==> src/verilog/bpu_macros.svh <==
// Widths and limits for the two-component TAGE predictor
// Changing a width here also changes the hashing and the table sizes
`ifndef BPU_MACROS_SVH
`define BPU_MACROS_SVH

// Program counter and global history
`define BPU_PC_W        32
`define BPU_GHR_W       12
`define BPU_HIST1_LEN   4
`define BPU_HIST2_LEN   12

// Table geometry
`define BPU_BASE_IDX_W  8
`define BPU_TAG_IDX_W   6
`define BPU_TAG_W       8
`define BPU_N_COMP      2

// Base counter, taken at 2 or more
`define BPU_BASE_W      2
`define BPU_BASE_MAX    3
`define BPU_BASE_INIT   1

// Tagged counter, taken at 4 or more
`define BPU_CTR_W       3
`define BPU_CTR_MAX     7
`define BPU_CTR_WEAK_T  4
`define BPU_CTR_WEAK_NT 3

// Useful counter
`define BPU_U_W         2
`define BPU_U_MAX       3

`endif

==> src/verilog/bpu_if.sv <==
// Internal TAGE buses, no clock of their own
// Indexes and tags are combinational from the decode stage
`timescale 1ns/1ps
`include "bpu_macros.svh"

// Hashed indexes and tags for the lookup and update paths
interface bpu_lookup_if;
    logic [`BPU_BASE_IDX_W-1:0] lk_base_idx;
    logic [`BPU_TAG_IDX_W-1:0]  lk_idx1;
    logic [`BPU_TAG_W-1:0]      lk_tag1;
    logic [`BPU_TAG_IDX_W-1:0]  lk_idx2;
    logic [`BPU_TAG_W-1:0]      lk_tag2;
    logic [`BPU_BASE_IDX_W-1:0] up_base_idx;
    logic [`BPU_TAG_IDX_W-1:0]  up_idx1;
    logic [`BPU_TAG_W-1:0]      up_tag1;
    logic [`BPU_TAG_IDX_W-1:0]  up_idx2;
    logic [`BPU_TAG_W-1:0]      up_tag2;

    modport decode (output lk_base_idx, lk_idx1, lk_tag1, lk_idx2, lk_tag2,
                    output up_base_idx, up_idx1, up_tag1, up_idx2, up_tag2);
    modport execute (input lk_base_idx, lk_idx1, lk_tag1, lk_idx2, lk_tag2,
                     input up_base_idx, up_idx1, up_tag1, up_idx2, up_tag2);
endinterface


==> src/verilog/tage_decode.sv <==
// Global history and hashing, history is non-speculative
// Lookup and update both hash with the history held before this edge
`timescale 1ns/1ps
`include "bpu_macros.svh"

module tage_decode (
    input  logic                  clk,
    input  logic                  rst_n,
    input  logic                  update_valid_i,
    input  logic                  update_taken_i,
    input  logic [`BPU_PC_W-1:0]  predict_pc_i,
    input  logic [`BPU_PC_W-1:0]  update_pc_i,
    bpu_lookup_if.decode          lookup
);

    // PC slices
    localparam int IDX_LSB = 2;
    localparam int TAG_LSB = 8;

    logic [`BPU_GHR_W-1:0] ghr;
    logic [`BPU_TAG_W-1:0] fold1_idx;
    logic [`BPU_TAG_W-1:0] fold2_idx;
    logic [`BPU_TAG_W-1:0] fold1_tag;
    logic [`BPU_TAG_W-1:0] fold2_tag;

    // XOR of w-bit slices from bit 0
    // Bits past len drop out, so the last slice is zero-padded
    function automatic logic [`BPU_TAG_W-1:0] fold_hist(
        input logic [`BPU_GHR_W-1:0] h,
        input int                    len,
        input int                    w
    );
        logic [`BPU_TAG_W-1:0] f;
        f = '0;
        for (int i = 0; i < `BPU_GHR_W; i++) begin
            if (i < len) begin
                f[i % w] = f[i % w] ^ h[i];
            end
        end
        return f;
    endfunction

    // Every resolved branch shifts in, unconditional ones too
    always_ff @(posedge clk or negedge rst_n) begin
        if (!rst_n) begin
            ghr <= '0;
        end else if (update_valid_i) begin
            ghr <= {ghr[`BPU_GHR_W-2:0], update_taken_i};
        end
    end

    // Folds are shared by both paths
    assign fold1_idx = fold_hist(ghr, `BPU_HIST1_LEN, `BPU_TAG_IDX_W);
    assign fold2_idx = fold_hist(ghr, `BPU_HIST2_LEN, `BPU_TAG_IDX_W);
    assign fold1_tag = fold_hist(ghr, `BPU_HIST1_LEN, `BPU_TAG_W);
    assign fold2_tag = fold_hist(ghr, `BPU_HIST2_LEN, `BPU_TAG_W);

    // Lookup path
    assign lookup.lk_base_idx = predict_pc_i[IDX_LSB +: `BPU_BASE_IDX_W];
    assign lookup.lk_idx1 = predict_pc_i[IDX_LSB +: `BPU_TAG_IDX_W]
                          ^ fold1_idx[`BPU_TAG_IDX_W-1:0];
    assign lookup.lk_idx2 = predict_pc_i[IDX_LSB +: `BPU_TAG_IDX_W]
                          ^ fold2_idx[`BPU_TAG_IDX_W-1:0];
    assign lookup.lk_tag1 = predict_pc_i[TAG_LSB +: `BPU_TAG_W] ^ fold1_tag;
    assign lookup.lk_tag2 = predict_pc_i[TAG_LSB +: `BPU_TAG_W] ^ fold2_tag;

    // Update path, same hash on the resolved PC
    assign lookup.up_base_idx = update_pc_i[IDX_LSB +: `BPU_BASE_IDX_W];
    assign lookup.up_idx1 = update_pc_i[IDX_LSB +: `BPU_TAG_IDX_W]
                          ^ fold1_idx[`BPU_TAG_IDX_W-1:0];
    assign lookup.up_idx2 = update_pc_i[IDX_LSB +: `BPU_TAG_IDX_W]
                          ^ fold2_idx[`BPU_TAG_IDX_W-1:0];
    assign lookup.up_tag1 = update_pc_i[TAG_LSB +: `BPU_TAG_W] ^ fold1_tag;
    assign lookup.up_tag2 = update_pc_i[TAG_LSB +: `BPU_TAG_W] ^ fold2_tag;

    // An unknown taken bit would poison every later hash
    a_ghr_known: assert property (@(posedge clk) disable iff (!rst_n)
        update_valid_i |=> !$isunknown(ghr))
        else $error("global history went unknown");

endmodule

==> src/flat_wrapper.sv <==
// flat-port wrapper written by rule: the top's interface ports become plain ports
module tage_decode_flat 
  (clk, rst_n, update_valid_i, update_taken_i, predict_pc_i, update_pc_i, lookup_lk_base_idx, lookup_lk_idx1, lookup_lk_tag1, lookup_lk_idx2, lookup_lk_tag2, lookup_up_base_idx, lookup_up_idx1, lookup_up_tag1, lookup_up_idx2, lookup_up_tag2);
  bpu_lookup_if lookup_i ();
  input  logic clk;
  input  logic rst_n;
  input  logic update_valid_i;
  input  logic update_taken_i;
  input  logic [`BPU_PC_W-1:0] predict_pc_i;
  input  logic [`BPU_PC_W-1:0] update_pc_i;
  output wire logic [$bits(lookup_i.lk_base_idx)-1:0] lookup_lk_base_idx;
  output wire logic [$bits(lookup_i.lk_idx1)-1:0] lookup_lk_idx1;
  output wire logic [$bits(lookup_i.lk_tag1)-1:0] lookup_lk_tag1;
  output wire logic [$bits(lookup_i.lk_idx2)-1:0] lookup_lk_idx2;
  output wire logic [$bits(lookup_i.lk_tag2)-1:0] lookup_lk_tag2;
  output wire logic [$bits(lookup_i.up_base_idx)-1:0] lookup_up_base_idx;
  output wire logic [$bits(lookup_i.up_idx1)-1:0] lookup_up_idx1;
  output wire logic [$bits(lookup_i.up_tag1)-1:0] lookup_up_tag1;
  output wire logic [$bits(lookup_i.up_idx2)-1:0] lookup_up_idx2;
  output wire logic [$bits(lookup_i.up_tag2)-1:0] lookup_up_tag2;
  assign lookup_lk_base_idx = lookup_i.lk_base_idx;
  assign lookup_lk_idx1 = lookup_i.lk_idx1;
  assign lookup_lk_tag1 = lookup_i.lk_tag1;
  assign lookup_lk_idx2 = lookup_i.lk_idx2;
  assign lookup_lk_tag2 = lookup_i.lk_tag2;
  assign lookup_up_base_idx = lookup_i.up_base_idx;
  assign lookup_up_idx1 = lookup_i.up_idx1;
  assign lookup_up_tag1 = lookup_i.up_tag1;
  assign lookup_up_idx2 = lookup_i.up_idx2;
  assign lookup_up_tag2 = lookup_i.up_tag2;
  tage_decode u_core (.clk(clk), .rst_n(rst_n), .update_valid_i(update_valid_i), .update_taken_i(update_taken_i), .predict_pc_i(predict_pc_i), .update_pc_i(update_pc_i), .lookup(lookup_i));
endmodule
==> config.mk <==
export PLATFORM = sky130hd
export DESIGN_NAME = tage_decode_flat
export DESIGN_NICKNAME = d
export VERILOG_FILES = /design/src/verilog/bpu_if.sv /design/src/verilog/tage_decode.sv /design/src/flat_wrapper.sv
export VERILOG_INCLUDE_DIRS = /design/src /design/src/verilog
export SDC_FILE = /design/constraint.sdc
export NUM_CORES = 1
export LEC_CHECK = 0
export BUFFER_PORTS_ARGS = -buffer_cell sky130_fd_sc_hd__buf_2
export CORE_MARGIN = 1
export CORE_UTILIZATION = 28
export CTS_CLUSTER_DIAMETER = 30
export DETAILED_ROUTE_END_ITERATION = 8
export PLACE_DENSITY = 0.73
export SETUP_SLACK_MARGIN = 0.4
export SLEW_MARGIN = 25
export SYNTH_ARGS = -nofsm -noshare
export SYNTH_HDL_FRONTEND = slang
export SYNTH_SLANG_ARGS = --single-unit
==> constraint.sdc <==
create_clock -name clk -period 3.7 [get_ports clk]
set_input_delay 1.11 -clock clk [delete_from_list [all_inputs] [get_ports clk]]
set_output_delay 1.11 -clock clk [all_outputs]
set_load 0.005 [all_outputs]
==> out/qor.csv <==
stage,metric,value,unit
sta,fin_setup_tns,0,ps
clocking,cts-resized-gates,0,
finish,final_cell_area,1780,sq um
setup_path,worst_ep_required_time,2590,ps
sta,setup_viol,0,
routing,drc,0,
routing,drt_iter0_markers,7,
sta,max_slew.worst_pin.slew,435,ps
finish,diodes,0,
clocking,htreeDepth,1,
place,place_congestion,0.682,
yosys,synth_xor_area_share,48.5,%
sta,maxSlewViolCount,0,
yosys,syn_nets,175,
die,start_util,29.5,%
sta,rsz0062_at_grt,false,
routing,first_pass_iters,3,
setup_path,worstPathMaxFanout,3,
sta,skew,3.41,ps
place,placedCellCount,238,
finish,syn2layout_area_growth,25.6,%
yosys,synthAdderAreaFrac,0,%
sta,hold_slack,646,ps
setup_path,worst-r2r-cell-count,1,
place,portBuffers,103,
place,dpl.hpwl,2010,microns
global_routing,grt_overflow,0,
finish,nNetsFinal,244,
power_and_ir_drop,p_leak,1.03,nW
clocking,cts_tree,built,
yosys,synth_compound_area_share,0,%
power_and_ir_drop,power_density,645,nW/um^2
sta,finalCriticalPeriod,2690,ps
hold_path,min_path_type,flip-flop to flip-flop,
yosys,syn-cell-area,1410,sq um
routing,drt-total-wl,2420,microns
routing,wl_per_cell,10.0,microns
setup_path,setup.worst_path.end_class,output port,
place,place_area,1720,sq um
finish,mostFrequentLayoutCell,buf_2,
die,die_w,73.1,microns
routing,dr_total_vias,948,
clocking,clk_pin_slew_worst_paths,50,ps
global_routing,antenna_found_initial,0,
flow_run,max_cap_viol_count,0,
outcome,status,"finished, final reports clean",
clocking,clk_latency,230,ps
die,die_area,5340,sq um
hold_path,whs_path_depth,1,
power_and_ir_drop,power.total,1.14,mW
yosys,ys_types,7,
sta,hold_viol_final,0,
die,die_h,73.1,microns
clocking,numCtsBuffers,3,
setup_path,critical_path.startpoint_type,input pin,
yosys,synth_top_family_by_area,XOR/XNOR gates,
global_routing,grt_pass1_vias,821,
yosys,yosys-mux-area-fraction,9.56,%
finish,fin_util,37.1,%
die,rows,25,
sta,max_freq,372,MHz
yosys,synth_seq_cells,12,
yosys,avgSynthCellArea,13.2,sq um
finish,largest_reg_flops,12,
clocking,cts_hold_buf,0,
power_and_ir_drop,irDropWorstVdd,263,uV
clocking,clkSinkCount,12,
finish,drive_gt1_share,68.0,%
setup_path,critical_path_class,input pin to output port,
clocking,root_buffer,clkbuf_8,
yosys,synthCells,107,
finish,largestRegisters,u_core.ghr: 12 flops,
sta,slew_headroom,71.0,%
routing,vias_per_cell,3.92,
global_routing,grt_max_degree,13,
routing,antenna_left,0,
yosys,ys_seq_area_share,21.2,%
die,io_pins,140,
clocking,post_cts_buffers,0,
global_routing,grt_usage,8.56,%
place,pre_cts_ws,1010,ps
yosys,ys_warn_count,0,
global_routing,grt_pass1_wl,3510,microns
finish,fin_cells,242,
finish,layout_common_cells,"buf_2 (103), xor2_1 (24), xor3_1 (20), mux2_2 (12), dfrtp_1 (12)",
sta,finalWorstSetupSlack,1010,ps
clocking,clockBufferDepth,2,
yosys,synthSimpleGateAreaFrac,0,%
finish,regMostFlops,u_core.ghr,
sta,finalCritPeriodShare,72.6,%
setup_path,crit_arrival,1580,ps
die,coreArea,4790,sq um
-- report_power, final --
part | switching [mW] | leakage (nW) | total [mW] | internal (mW)
combinational | 0.194 | 0.856 | 0.722 | 0.528
sequential | 0.110 | 0.143 | 0.286 | 0.176
clock | 0.0433 | 0.0288 | 0.137 | 0.0936
total | 0.347 | 1.03 | 1.14 | 0.797
-- cell usage after synthesis --
cell | n | area [sq um]
buf_6 | 4 | 45.0
xor2_1 | 24 | 210
buf_2 | 6 | 30.0
buf_4 | 29 | 218
mux2_2 | 12 | 135
dfrtp_1 | 12 | 300
xor3_1 | 20 | 475
-- layout make-up --
cell class / instances / area [sq um]
Clock buffer: 4 / 55.1
Fill cell: 472 / 3010
Multi-Input combinational cell: 56 / 821
Tap cell: 67 / 83.8
Sequential cell: 12 / 300
Timing Repair Buffer: 103 / 515
-- routing by layer --
metal	track usage (%)	vias to the layer above	wire length, microns
met5	0	-	0
met1	8.46	436	940
met4	4.58	0	25
li1	-	454	-
met2	16.2	56	1250
met3	2.21	2	205
-- worst max-delay path, stage by stage --
cell	delay, ps
buf_2	120
xor3_1	210
buf_2	140
-- worst paths after layout --
| kind | slack [ps] | end | startpoint |
|---|---|---|---|
| setup / recovery | 1010 | lookup_lk_idx2[1] | predict_pc_i[3] |
| setup reg to reg | 2720 | u_core.ghr[1] | u_core.ghr[0] |
| hold / removal | 650 | u_core.ghr[11] | u_core.ghr[11] |
| max in group asynchronous | 2750 | u_core.ghr[6] | rst_n |
| min in group asynchronous | 740 | u_core.ghr[9] | rst_n |
| hold reg to reg | 650 | u_core.ghr[11] | u_core.ghr[11] |
-- cell families (layout without fill, tap and decap cells) --
logic type | Yosys count | count (layout)
xor+xnor | 44 | 44
flops | 12 | 12
buf+inv | 39 | 107
mux | 12 | 12
Power figures use the tool's default switching activity.
