<file path="src/verilog/bpu_macros.svh">
// Widths and limits for the two-component TAGE predictor
// Changing a width here also changes the hashing and the table sizes
`ifndef BPU_MACROS_SVH
`define BPU_MACROS_SVH

// Program counter and global history
`define BPU_PC_W        32
`define BPU_GHR_W       12
`define BPU_HIST1_LEN   4
`define BPU_HIST2_LEN   12

// Table geometry
`define BPU_BASE_IDX_W  8
`define BPU_TAG_IDX_W   6
`define BPU_TAG_W       8
`define BPU_N_COMP      2

// Base counter, taken at 2 or more
`define BPU_BASE_W      2
`define BPU_BASE_MAX    3
`define BPU_BASE_INIT   1

// Tagged counter, taken at 4 or more
`define BPU_CTR_W       3
`define BPU_CTR_MAX     7
`define BPU_CTR_WEAK_T  4
`define BPU_CTR_WEAK_NT 3

// Useful counter
`define BPU_U_W         2
`define BPU_U_MAX       3

`endif

</file>
<file path="src/verilog/bpu_pkg.sv">
// Types shared by the TAGE blocks
// Field widths follow the macros header
`include "bpu_macros.svh"

package bpu_pkg;

    // One word of a tagged component
    typedef struct packed {
        logic                  valid;
        logic [`BPU_TAG_W-1:0] tag;
        logic [`BPU_CTR_W-1:0] ctr;
        logic [`BPU_U_W-1:0]   useful;
    } tage_entry_t;

    // Base bimodal counter
    typedef logic [`BPU_BASE_W-1:0] base_ctr_t;

    // Provider id
    // 0 is base, 1 and 2 are the tagged components, 3 never occurs
    typedef logic [1:0] provider_t;

endpackage

</file>
<file path="src/verilog/bpu_if.sv">
// Internal TAGE buses, no clock of their own
// Indexes and tags are combinational from the decode stage
`timescale 1ns/1ps
`include "bpu_macros.svh"


// Update read data out of the tables, write data back in
interface bpu_write_if;
    bpu_pkg::base_ctr_t   rd_base;
    bpu_pkg::tage_entry_t rd_ent1;
    bpu_pkg::tage_entry_t rd_ent2;
    logic [`BPU_TAG_W-1:0] rd_tag1;
    logic [`BPU_TAG_W-1:0] rd_tag2;
    logic                 we_base;
    logic                 we1;
    logic                 we2;
    bpu_pkg::base_ctr_t   wd_base;
    bpu_pkg::tage_entry_t wd_ent1;
    bpu_pkg::tage_entry_t wd_ent2;

    modport tables (output rd_base, rd_ent1, rd_ent2, rd_tag1, rd_tag2,
                    input we_base, we1, we2, wd_base, wd_ent1, wd_ent2);
    modport policy (input rd_base, rd_ent1, rd_ent2, rd_tag1, rd_tag2,
                    output we_base, we1, we2, wd_base, wd_ent1, wd_ent2);
endinterface

</file>
<file path="src/verilog/tage_result.sv">
// Update policy, purely combinational, acts on conditional updates only
// Allocation is deterministic, lowest eligible longer component wins
`timescale 1ns/1ps
`include "bpu_macros.svh"

module tage_result (
    input  logic               clk,
    input  logic               rst_n,
    input  logic               update_valid_i,
    input  logic               update_cond_i,
    input  logic               update_taken_i,
    input  bpu_pkg::provider_t update_provider_i,
    input  logic               update_pred_taken_i,
    input  logic               update_alt_taken_i,
    bpu_write_if.policy        wr
);

    localparam int NC = `BPU_N_COMP;

    bpu_pkg::tage_entry_t  ent     [NC];
    bpu_pkg::tage_entry_t  ent_nxt [NC];
    logic [`BPU_TAG_W-1:0] up_tag  [NC];
    logic [NC-1:0]         we_t;
    logic [NC-1:0]         alloc;
    logic                  act;
    logic                  mispred;
    logic                  correct;
    logic                  found;

    // Saturating counter steps
    function automatic bpu_pkg::base_ctr_t base_train(
        input bpu_pkg::base_ctr_t c,
        input logic               up
    );
        if (up) begin
            return (c == `BPU_BASE_MAX) ? c : c + 1'b1;
        end
        return (c == '0) ? c : c - 1'b1;
    endfunction

    function automatic logic [`BPU_CTR_W-1:0] ctr_train(
        input logic [`BPU_CTR_W-1:0] c,
        input logic                  up
    );
        if (up) begin
            return (c == `BPU_CTR_MAX) ? c : c + 1'b1;
        end
        return (c == '0) ? c : c - 1'b1;
    endfunction

    function automatic logic [`BPU_U_W-1:0] u_step(
        input logic [`BPU_U_W-1:0] u,
        input logic                up
    );
        if (up) begin
            return (u == `BPU_U_MAX) ? u : u + 1'b1;
        end
        return (u == '0) ? u : u - 1'b1;
    endfunction

    assign ent[0]    = wr.rd_ent1;
    assign ent[1]    = wr.rd_ent2;
    assign up_tag[0] = wr.rd_tag1;
    assign up_tag[1] = wr.rd_tag2;

    assign act     = update_valid_i && update_cond_i;
    assign mispred = update_pred_taken_i != update_taken_i;
    assign correct = !mispred;

    always_comb begin
        wr.we_base = 1'b0;
        wr.wd_base = wr.rd_base;
        we_t       = '0;
        alloc      = '0;
        found      = 1'b0;
        for (int c = 0; c < NC; c++) begin
            ent_nxt[c] = ent[c];
        end
        if (act) begin
            // Train the provider
            if (update_provider_i == 2'd0) begin
                wr.wd_base = base_train(wr.rd_base, update_taken_i);
                wr.we_base = 1'b1;
            end
            for (int c = 0; c < NC; c++) begin
                if (int'(update_provider_i) == c + 1) begin
                    ent_nxt[c].ctr = ctr_train(ent[c].ctr, update_taken_i);
                    // Useful only moves when alt disagreed
                    if (update_pred_taken_i != update_alt_taken_i) begin
                        ent_nxt[c].useful = u_step(ent[c].useful, correct);
                    end
                    we_t[c] = 1'b1;
                end
            end
            // Mispredict below the longest component
            if (mispred && (update_provider_i < 2'd2)) begin
                for (int c = 0; c < NC; c++) begin
                    if (c + 1 > int'(update_provider_i) && !found
                        && ent[c].useful == '0) begin
                        alloc[c] = 1'b1;
                        found    = 1'b1;
                    end
                end
                for (int c = 0; c < NC; c++) begin
                    if (c + 1 > int'(update_provider_i)) begin
                        if (alloc[c]) begin
                            ent_nxt[c].valid  = 1'b1;
                            ent_nxt[c].tag    = up_tag[c];
                            ent_nxt[c].ctr    = update_taken_i ?
                                `BPU_CTR_W'(`BPU_CTR_WEAK_T) : `BPU_CTR_W'(`BPU_CTR_WEAK_NT);
                            ent_nxt[c].useful = '0;
                            we_t[c]           = 1'b1;
                        end else if (!found) begin
                            // Age the blockers
                            ent_nxt[c].useful = u_step(ent[c].useful, 1'b0);
                            we_t[c]           = 1'b1;
                        end
                    end
                end
            end
        end
    end

    assign wr.we1     = we_t[0];
    assign wr.we2     = we_t[1];
    assign wr.wd_ent1 = ent_nxt[0];
    assign wr.wd_ent2 = ent_nxt[1];

    a_one_alloc: assert property (@(posedge clk) disable iff (!rst_n)
        $onehot0(alloc))
        else $error("more than one allocation in one update");

    // Table writes only in an update cycle
    a_write_needs_update: assert property (@(posedge clk) disable iff (!rst_n)
        (wr.we_base || wr.we1 || wr.we2) |-> update_valid_i)
        else $error("table write without update_valid_i");

endmodule

</file>
<file path="src/flat_wrapper.sv">
// flat-port wrapper written by rule: the top's interface ports become plain ports
module tage_result_flat 
  (clk, rst_n, update_valid_i, update_cond_i, update_taken_i, update_provider_i, update_pred_taken_i, update_alt_taken_i, wr_rd_base, wr_rd_ent1, wr_rd_ent2, wr_rd_tag1, wr_rd_tag2, wr_we_base, wr_we1, wr_we2, wr_wd_base, wr_wd_ent1, wr_wd_ent2);
  bpu_write_if wr_i ();
  input  logic clk;
  input  logic rst_n;
  input  logic update_valid_i;
  input  logic update_cond_i;
  input  logic update_taken_i;
  input  bpu_pkg::provider_t update_provider_i;
  input  logic update_pred_taken_i;
  input  logic update_alt_taken_i;
  input wire logic [$bits(wr_i.rd_base)-1:0] wr_rd_base;
  input wire logic [$bits(wr_i.rd_ent1)-1:0] wr_rd_ent1;
  input wire logic [$bits(wr_i.rd_ent2)-1:0] wr_rd_ent2;
  input wire logic [$bits(wr_i.rd_tag1)-1:0] wr_rd_tag1;
  input wire logic [$bits(wr_i.rd_tag2)-1:0] wr_rd_tag2;
  output wire logic [$bits(wr_i.we_base)-1:0] wr_we_base;
  output wire logic [$bits(wr_i.we1)-1:0] wr_we1;
  output wire logic [$bits(wr_i.we2)-1:0] wr_we2;
  output wire logic [$bits(wr_i.wd_base)-1:0] wr_wd_base;
  output wire logic [$bits(wr_i.wd_ent1)-1:0] wr_wd_ent1;
  output wire logic [$bits(wr_i.wd_ent2)-1:0] wr_wd_ent2;
  assign wr_i.rd_base = wr_rd_base;
  assign wr_i.rd_ent1 = wr_rd_ent1;
  assign wr_i.rd_ent2 = wr_rd_ent2;
  assign wr_i.rd_tag1 = wr_rd_tag1;
  assign wr_i.rd_tag2 = wr_rd_tag2;
  assign wr_we_base = wr_i.we_base;
  assign wr_we1 = wr_i.we1;
  assign wr_we2 = wr_i.we2;
  assign wr_wd_base = wr_i.wd_base;
  assign wr_wd_ent1 = wr_i.wd_ent1;
  assign wr_wd_ent2 = wr_i.wd_ent2;
  tage_result u_core (.clk(clk), .rst_n(rst_n), .update_valid_i(update_valid_i), .update_cond_i(update_cond_i), .update_taken_i(update_taken_i), .update_provider_i(update_provider_i), .update_pred_taken_i(update_pred_taken_i), .update_alt_taken_i(update_alt_taken_i), .wr(wr_i));
endmodule
</file>
<file path="config.mk">
export PLATFORM = sky130hd
export DESIGN_NAME = tage_result_flat
export DESIGN_NICKNAME = d
export VERILOG_FILES = /design/src/verilog/bpu_pkg.sv /design/src/verilog/bpu_if.sv /design/src/verilog/tage_result.sv /design/src/flat_wrapper.sv
export VERILOG_INCLUDE_DIRS = /design/src /design/src/verilog
export SDC_FILE = /design/constraint.sdc
export NUM_CORES = 1
export LEC_CHECK = 0
export BUFFER_PORTS_ARGS = -buffer_cell sky130_fd_sc_hd__buf_2
export CAP_MARGIN = 0
export CELL_PAD_IN_SITES_DETAIL_PLACEMENT = 0
export CELL_PAD_IN_SITES_GLOBAL_PLACEMENT = 2
export CORE_MARGIN = 2
export CORE_UTILIZATION = 19
export DETAILED_ROUTE_END_ITERATION = 8
export MAX_ROUTING_LAYER = met4
export PLACE_DENSITY_LB_ADDON = 0.1
export SETUP_SLACK_MARGIN = 0.15
export SLEW_MARGIN = 20
export SYNTH_ARGS = -nofsm -noshare
export SYNTH_HDL_FRONTEND = slang
export SYNTH_SLANG_ARGS = --single-unit
</file>
<file path="constraint.sdc">
create_clock -name vclk -period 1.8
set_clock_uncertainty 0.2 [all_clocks]
set_input_delay 0.09 -clock vclk [all_inputs]
set_output_delay 0.09 -clock vclk [all_outputs]
set_load 0.03 [all_outputs]
</file>
==> impl_results.md, run 1 <==
* Core area at 5107 sq um
* Initial Util at 19.79%
* Syn Area/Cell at 7.120 sq um
* Crit path cell chain: buf_8 -> nor3_4 -> buf_6 -> nor4b_4 -> buf_4 -> buf_6 -> a211o_1 -> o311ai_2 -> buf_4
* Max Fclk at 612.0 MHz
* Hold endpoint: wr_wd_ent2[10]
* Slew HR at 74.17%
* Final setup violation count at 0
* Synth area leaders: mux2_2 (18%), ha_1 (9.9%), nor2_1 (5.6%)
* Nets at 315
* Worst Path Arrival at 1340 ps
* Die Wd at 76.95 um
* Post-DP Area at 1695 sq um
* Hold Crit Class: input port to primary output
* Crit. End Element: primary output
* Antenna Cells at 0
* Synth warn at 0
* Maxcap violations at 0
* Fin crit period at 1634 ps
* Crit path max-delay cell type: a211o_1
* LEAKAGE at 0.9770 nW
* Number of global-route vias before repair at 1504
* Global-route wire length before repair at 6727 um
* Port bufs at 86
* Levels on crit path at 9
* CP bufs+invs at 5
* DP HPWL at 3335 um
* Gr ovfl total at 0
* Seq/Total Area, Yosys at 0%
* Number of I/O pins at 88
* Power share of the combinational group at 100.0%
* Synth area leader: mux2_2
* Synthesized cell area at 1011 sq um
* Final core occ at 41.28%
* Pre-antenna DRT Iters at 4
* Ratio of cells with drive above 1 in the final layout at 68.00%
* Yosys cell types at 44
* Initial antenna violation count at 0
* Maximum VDD drop at 0.0001189 V
* Die height at 76.95 um
* Hold-fix buffers, CTS at 0
* Syn-to-layout area delta at 108.5%
* Vias per cell at 4.672
* Hold Vio Cnt, Final at 0
* Min-Delay Startpoint: wr_rd_tag2[5]
* Die area at 5921 sq um
* DR WL/cell at 12.99 um
* Seq cells at 0
* Tot GR Track Use at 13.49%
* Top-count cell post-synth: mux2_2
* Switching share of power at 53.22%
* Via Count at 1495
* P per Cell Area at 265.2 nW/um^2
* 1st-iter DRT viols at 33
* Seq. cell area at 0 sq um
* Clock Buffer Count at 0
* Worst-Margin Slew at 386.6 ps
* Largest stage delay on the critical path at 270 ps
* RSZ-0062 raised after global routing: true
* Internal Pwr Total at 0.0002616 W
* Max-slew violations at 0
* Req. time, crit path at 1510 ps
* Setup_tns at 0 ps
* Share of power burned in the clock network at 0%
* Drt drc at 0
* Hold path cells at 3
* Top cells by count, synth: mux2_2 (16), nor2_1 (15), inv_1 (13), ha_1 (8), o21ai_0 (8)
* Gpl congestion at 0.8376
* Crit path launch type: input port
* WL final at 4157 um
* Seq pwr share at 0%
* Cells after Synth at 142
* Row cnt at 26
* CP top delay family: buffers and inverters
* Critical Path Fanout Max at 5
* Critical path class: input port to primary output
* Synthesized Nets at 205
* Routed Antenna Nets at 0
* Final worst path period share at 90.77%
* P_sw at 0.0002976 W
* Pin count of the biggest net entering global routing at 18
* Outcome: finished, final reports clean
* Fin area at 2108 sq um
* Yosys top cell area share at 17.82%
[metrics by stage]
stage | instances | power, W | worst slack, ps | hold WS (ps)
global placement | 312 | 0.0004504 | 47.54 | 310.2
floorplan | 142 | 0.0002743 | 27.15 | 160.4
global route | 320 | 0.0006027 | 82.77 | 320.4
detailed placement | 312 | 0.0004529 | 39.89 | 317.2
finish | 320 | 0.0005592 | 166.1 | 307.1
CTS | 317 | 0.0005158 | 145.5 | 308.1
[repair_timing]
| action | CTS | global route |
|---|---|---|
| pin swaps | 13 | 7 |
| resized for setup | 54 | 36 |
| setup buffers | 4 | 3 |
| setup endpoints to repair | 24 | 26 |
| cloned | 1 | 0 |
[cell usage in the layout (no fill, tap or decap), types with 2 or more instances in the layout]
cell      synthesis  layout
ha_4              0       4
nand2_1           5       3
ha_1              8       3
o211ai_1          3       3
nand2b_4          0       2
o311ai_2          0       2
a22oi_1           2       2
a21oi_1           7       6
nand2_2           0       3
nor2_1           15      12
inv_2             0       2
o21ai_0           8       6
nor2_4            0       2
buf_2             1      63
a41oi_1           2       2
buf_6             0      17
inv_1            13       9
nand3_1           7       3
mux2_2           16      15
nand2b_1          4       2
nor3_1            5       3
buf_4             1      28
a211oi_2          0       2
buf_8             0       4
o221ai_1          2       2
nand3_2           0       3
nor2b_1           4       4
a21o_1            2       2
[worst min-delay path, cell delays in order]
cell and delay, ps:
buf_2 70, mux2_4 130, buf_6 120
[worst max-delay path by stage]
| stage | slack (ps) | from | endpoint |
|---|---|---|---|
| 5_1_grt | 80 | wr_rd_ent1[0] | wr_wd_ent2[2] |
| 2_1_floorplan | 30 | update_taken_i | wr_wd_ent2[2] |
| 3_3_place_gp | 50 | wr_rd_ent2[2] | wr_wd_ent2[3] |
| 6_report | 170 | wr_rd_ent1[0] | wr_wd_ent2[2] |
| 4_1_cts | 150 | update_provider_i[0] | wr_wd_ent2[10] |
| 3_5_place_dp | 40 | update_taken_i | wr_wd_ent2[10] |
[kinds of logic after synthesis]
group / share of synthesized area [%]
XOR/XNOR: 4.209
AND/OR/NAND/NOR: 24.88
adder cells (fa/ha/maj): 9.901
multiplexers: 19.80
buffers and inverters: 7.921
AO/OA/AOI/OAI: 33.29
[final cells by class]
type,instances,area [sq um]
Fill cell,551,2999
Inverter,13,56.30
Multi-Input combinational cell,123,1160
Tap cell,70,87.58
Timing Repair Buffer,114,804.5
[layer usage]
layer  track usage [%]  vias up  part of all wire, %
li1                  -      755                    -
met3            0.5882        2                  3.2
met4            0.9091        0                 0.48
met5                 -        -                    0
met1             17.35      702                   45
met2             24.39       36                   51
[power groups by stage]
stage / combinational, W / clock [W] / sequential [W]
after floorplan: 0.000274 / 0 / 0
after global placement: 0.000450 / 0 / 0
after detailed placement: 0.000453 / 0 / 0
after CTS: 0.000516 / 0 / 0
after global routing: 0.000603 / 0 / 0
final: 0.000559 / 0 / 0
(Power assumes the default switching activity.)
==> run 2: changes to the inputs <==
CELL_PAD_IN_SITES_DETAIL_PLACEMENT = unset   (was 0)
CELL_PAD_IN_SITES_GLOBAL_PLACEMENT = unset   (was 2)
CORE_MARGIN = unset   (was 2)
CORE_UTILIZATION = 40   (was 19)
PLACE_DENSITY = 0.84   (was unset)
PLACE_DENSITY_LB_ADDON = unset   (was 0.1)
==> impl_results.md, run 2 (same netlist as run 1, synthesis figures left out) <==
* Outcome: finished, final reports clean
* Hold Crit Class: input port to primary output
* Routed Antenna Nets at 0
* Pre-CTS setup slack at 29.82 ps
* P_sw at 0.0003064 W
* Row cnt at 17
* Largest stage delay on the critical path at 280 ps
* Setup_tns at 0 ps
* Hold Vio Cnt, Final at 0
* Pin count of the biggest net entering global routing at 23
* Clock Buffer Count at 0
* Slew HR at 80.84%
* Gr ovfl total at 0
* Crit path max-delay cell type: a211o_1
* CP top delay family: buffers and inverters
* Max-slew violations at 0
* Maximum VDD drop at 0.0002437 V
* RSZ-0062 raised after global routing: true
* Antenna Cells at 0
* Max Fclk at 608.0 MHz
* Hold endpoint: wr_wd_ent2[10]
* Hold path cells at 3
* Share of power burned in the clock network at 0%
* Ratio of cells with drive above 1 in the final layout at 65.98%
* Worst Path Arrival at 1350 ps
* PnR worst setup slack at 155.3 ps
* Final worst path period share at 91.37%
* Maxcap violations at 0
* Initial antenna violation count at 0
* Via Count at 1600
* FILL cells at 128
* Fin crit period at 1645 ps
* P per Cell Area at 278.6 nW/um^2
* Number of I/O pins at 88
* LEAKAGE at 0.9250 nW
* Post-DP Area at 1613 sq um
* Critical Path Fanout Max at 5
* Commonest non-fill, non-tap cell in the layout: buf_2
* WL final at 4523 um
* Die Wd at 52.28 um
* Critical path class: input port to primary output
* Drt drc at 0
* Worst-Margin Slew at 287.1 ps
* Initial Util at 44.01%
* Crit. End Element: primary output
* Vias per cell at 5.882
* DR WL/cell at 16.63 um
* Seq pwr share at 0%
* Die area at 2733 sq um
* Tot Pwr at 0.0005514 W
* Switching share of power at 55.57%
* Internal Pwr Total at 0.0002450 W
* Port bufs at 86
* Number of global-route vias before repair at 1426
* Nets at 309
* Gpl congestion at 0.8230
* Req. time, crit path at 1510 ps
* Min-Delay Startpoint: wr_rd_tag2[5]
* Hold-fix buffers, CTS at 0
* Seq. cell area at 0 sq um
* Die height at 52.28 um
* Top cell by count, worst path: buf_6
* Pre-antenna DRT Iters at 4
* Final setup violation count at 0
* Core area at 2297 sq um
* Global-route wire length before repair at 5989 um
* Tot GR Track Use at 28.78%
* Fin area at 1979 sq um
* Crit path cell chain: buf_12 -> nor3_4 -> buf_6 -> nor4b_4 -> buf_6 -> buf_6 -> a211o_1 -> o311ai_2 -> buf_4
* Power share of the combinational group at 100.0%
* Most frequent cells in the layout: buf_2 (64), buf_4 (25), buf_6 (16)
* DP HPWL at 2903 um
* CP bufs+invs at 5
* Syn-to-layout area delta at 95.79%
* Crit path launch type: input port
* Hold_ws at 310.9 ps
* Seq cells at 0
* 1st-iter DRT viols at 37
## run 2: cell types whose count changed in the layout (fill, tap and decap cells not counted), moves of 2 or more
cell and change:
buf_4 -3, nor3_1 -2, nand2b_4 -2, buf_8 -3, inv_2 +2, nand2_2 -3, nand3_2 -2, o311ai_1 +2
nor3_2 +2, nand3_1 +2, nand2_1 +2
## run 2: timing repair
action | 4_1_cts | 5_1_grt
gates resized for setup | 39 | 45
cloned | 0 | 1
pin swaps | 8 | 13
setup endpoints to repair | 20 | 26
setup buffers | 3 | 2
## run 2: power by group through the flow
stage	combinational [W]	clock [W]	sequential [W]
after floorplan	0.000274	0	0
after global placement	0.000431	0	0
after detailed placement	0.000438	0	0
after CTS	0.000482	0	0
after global routing	0.000584	0	0
final	0.000551	0	0
## run 2: area by class of cell
cell class,count,area [sq um],area share (%)
inverters,13,51.30,2.592
multi-input cells,122,1125,56.83
well taps,28,35.03,1.770
repair buffers,109,768.2,38.81
## run 2: worst max-delay path by stage
stage                          from  slack, ps             end  cells past startpoint
3_5_place_dp         update_taken_i         30  wr_wd_ent2[10]                      6
3_3_place_gp         update_taken_i         50  wr_wd_ent2[10]                      6
2_1_floorplan        update_taken_i         30   wr_wd_ent2[2]                      5
6_report              wr_rd_ent1[0]        160   wr_wd_ent2[2]                      9
5_1_grt               wr_rd_ent2[2]         90   wr_wd_ent2[3]                      8
4_1_cts        update_provider_i[1]        120  wr_wd_ent1[12]                      7
## run 2: stage by stage
step           util, %  instances
2_1_floorplan        -        142
3_3_place_gp     70.21        266
3_5_place_dp     70.21        266
4_1_cts          77.72        269
5_1_grt          86.17        272
6_report         86.17        272
## run 2: per-layer routing
| metal | vias up | share of wire, % | GRT usage (%) |
|---|---|---|---|
| li1 | 739 | - | - |
| met1 | 765 | 37 | 32.65 |
| met2 | 88 | 55 | 55.77 |
| met3 | 8 | 6.5 | 1.159 |
| met4 | 0 | 1.4 | 5.263 |
| met5 | - | 0 | - |
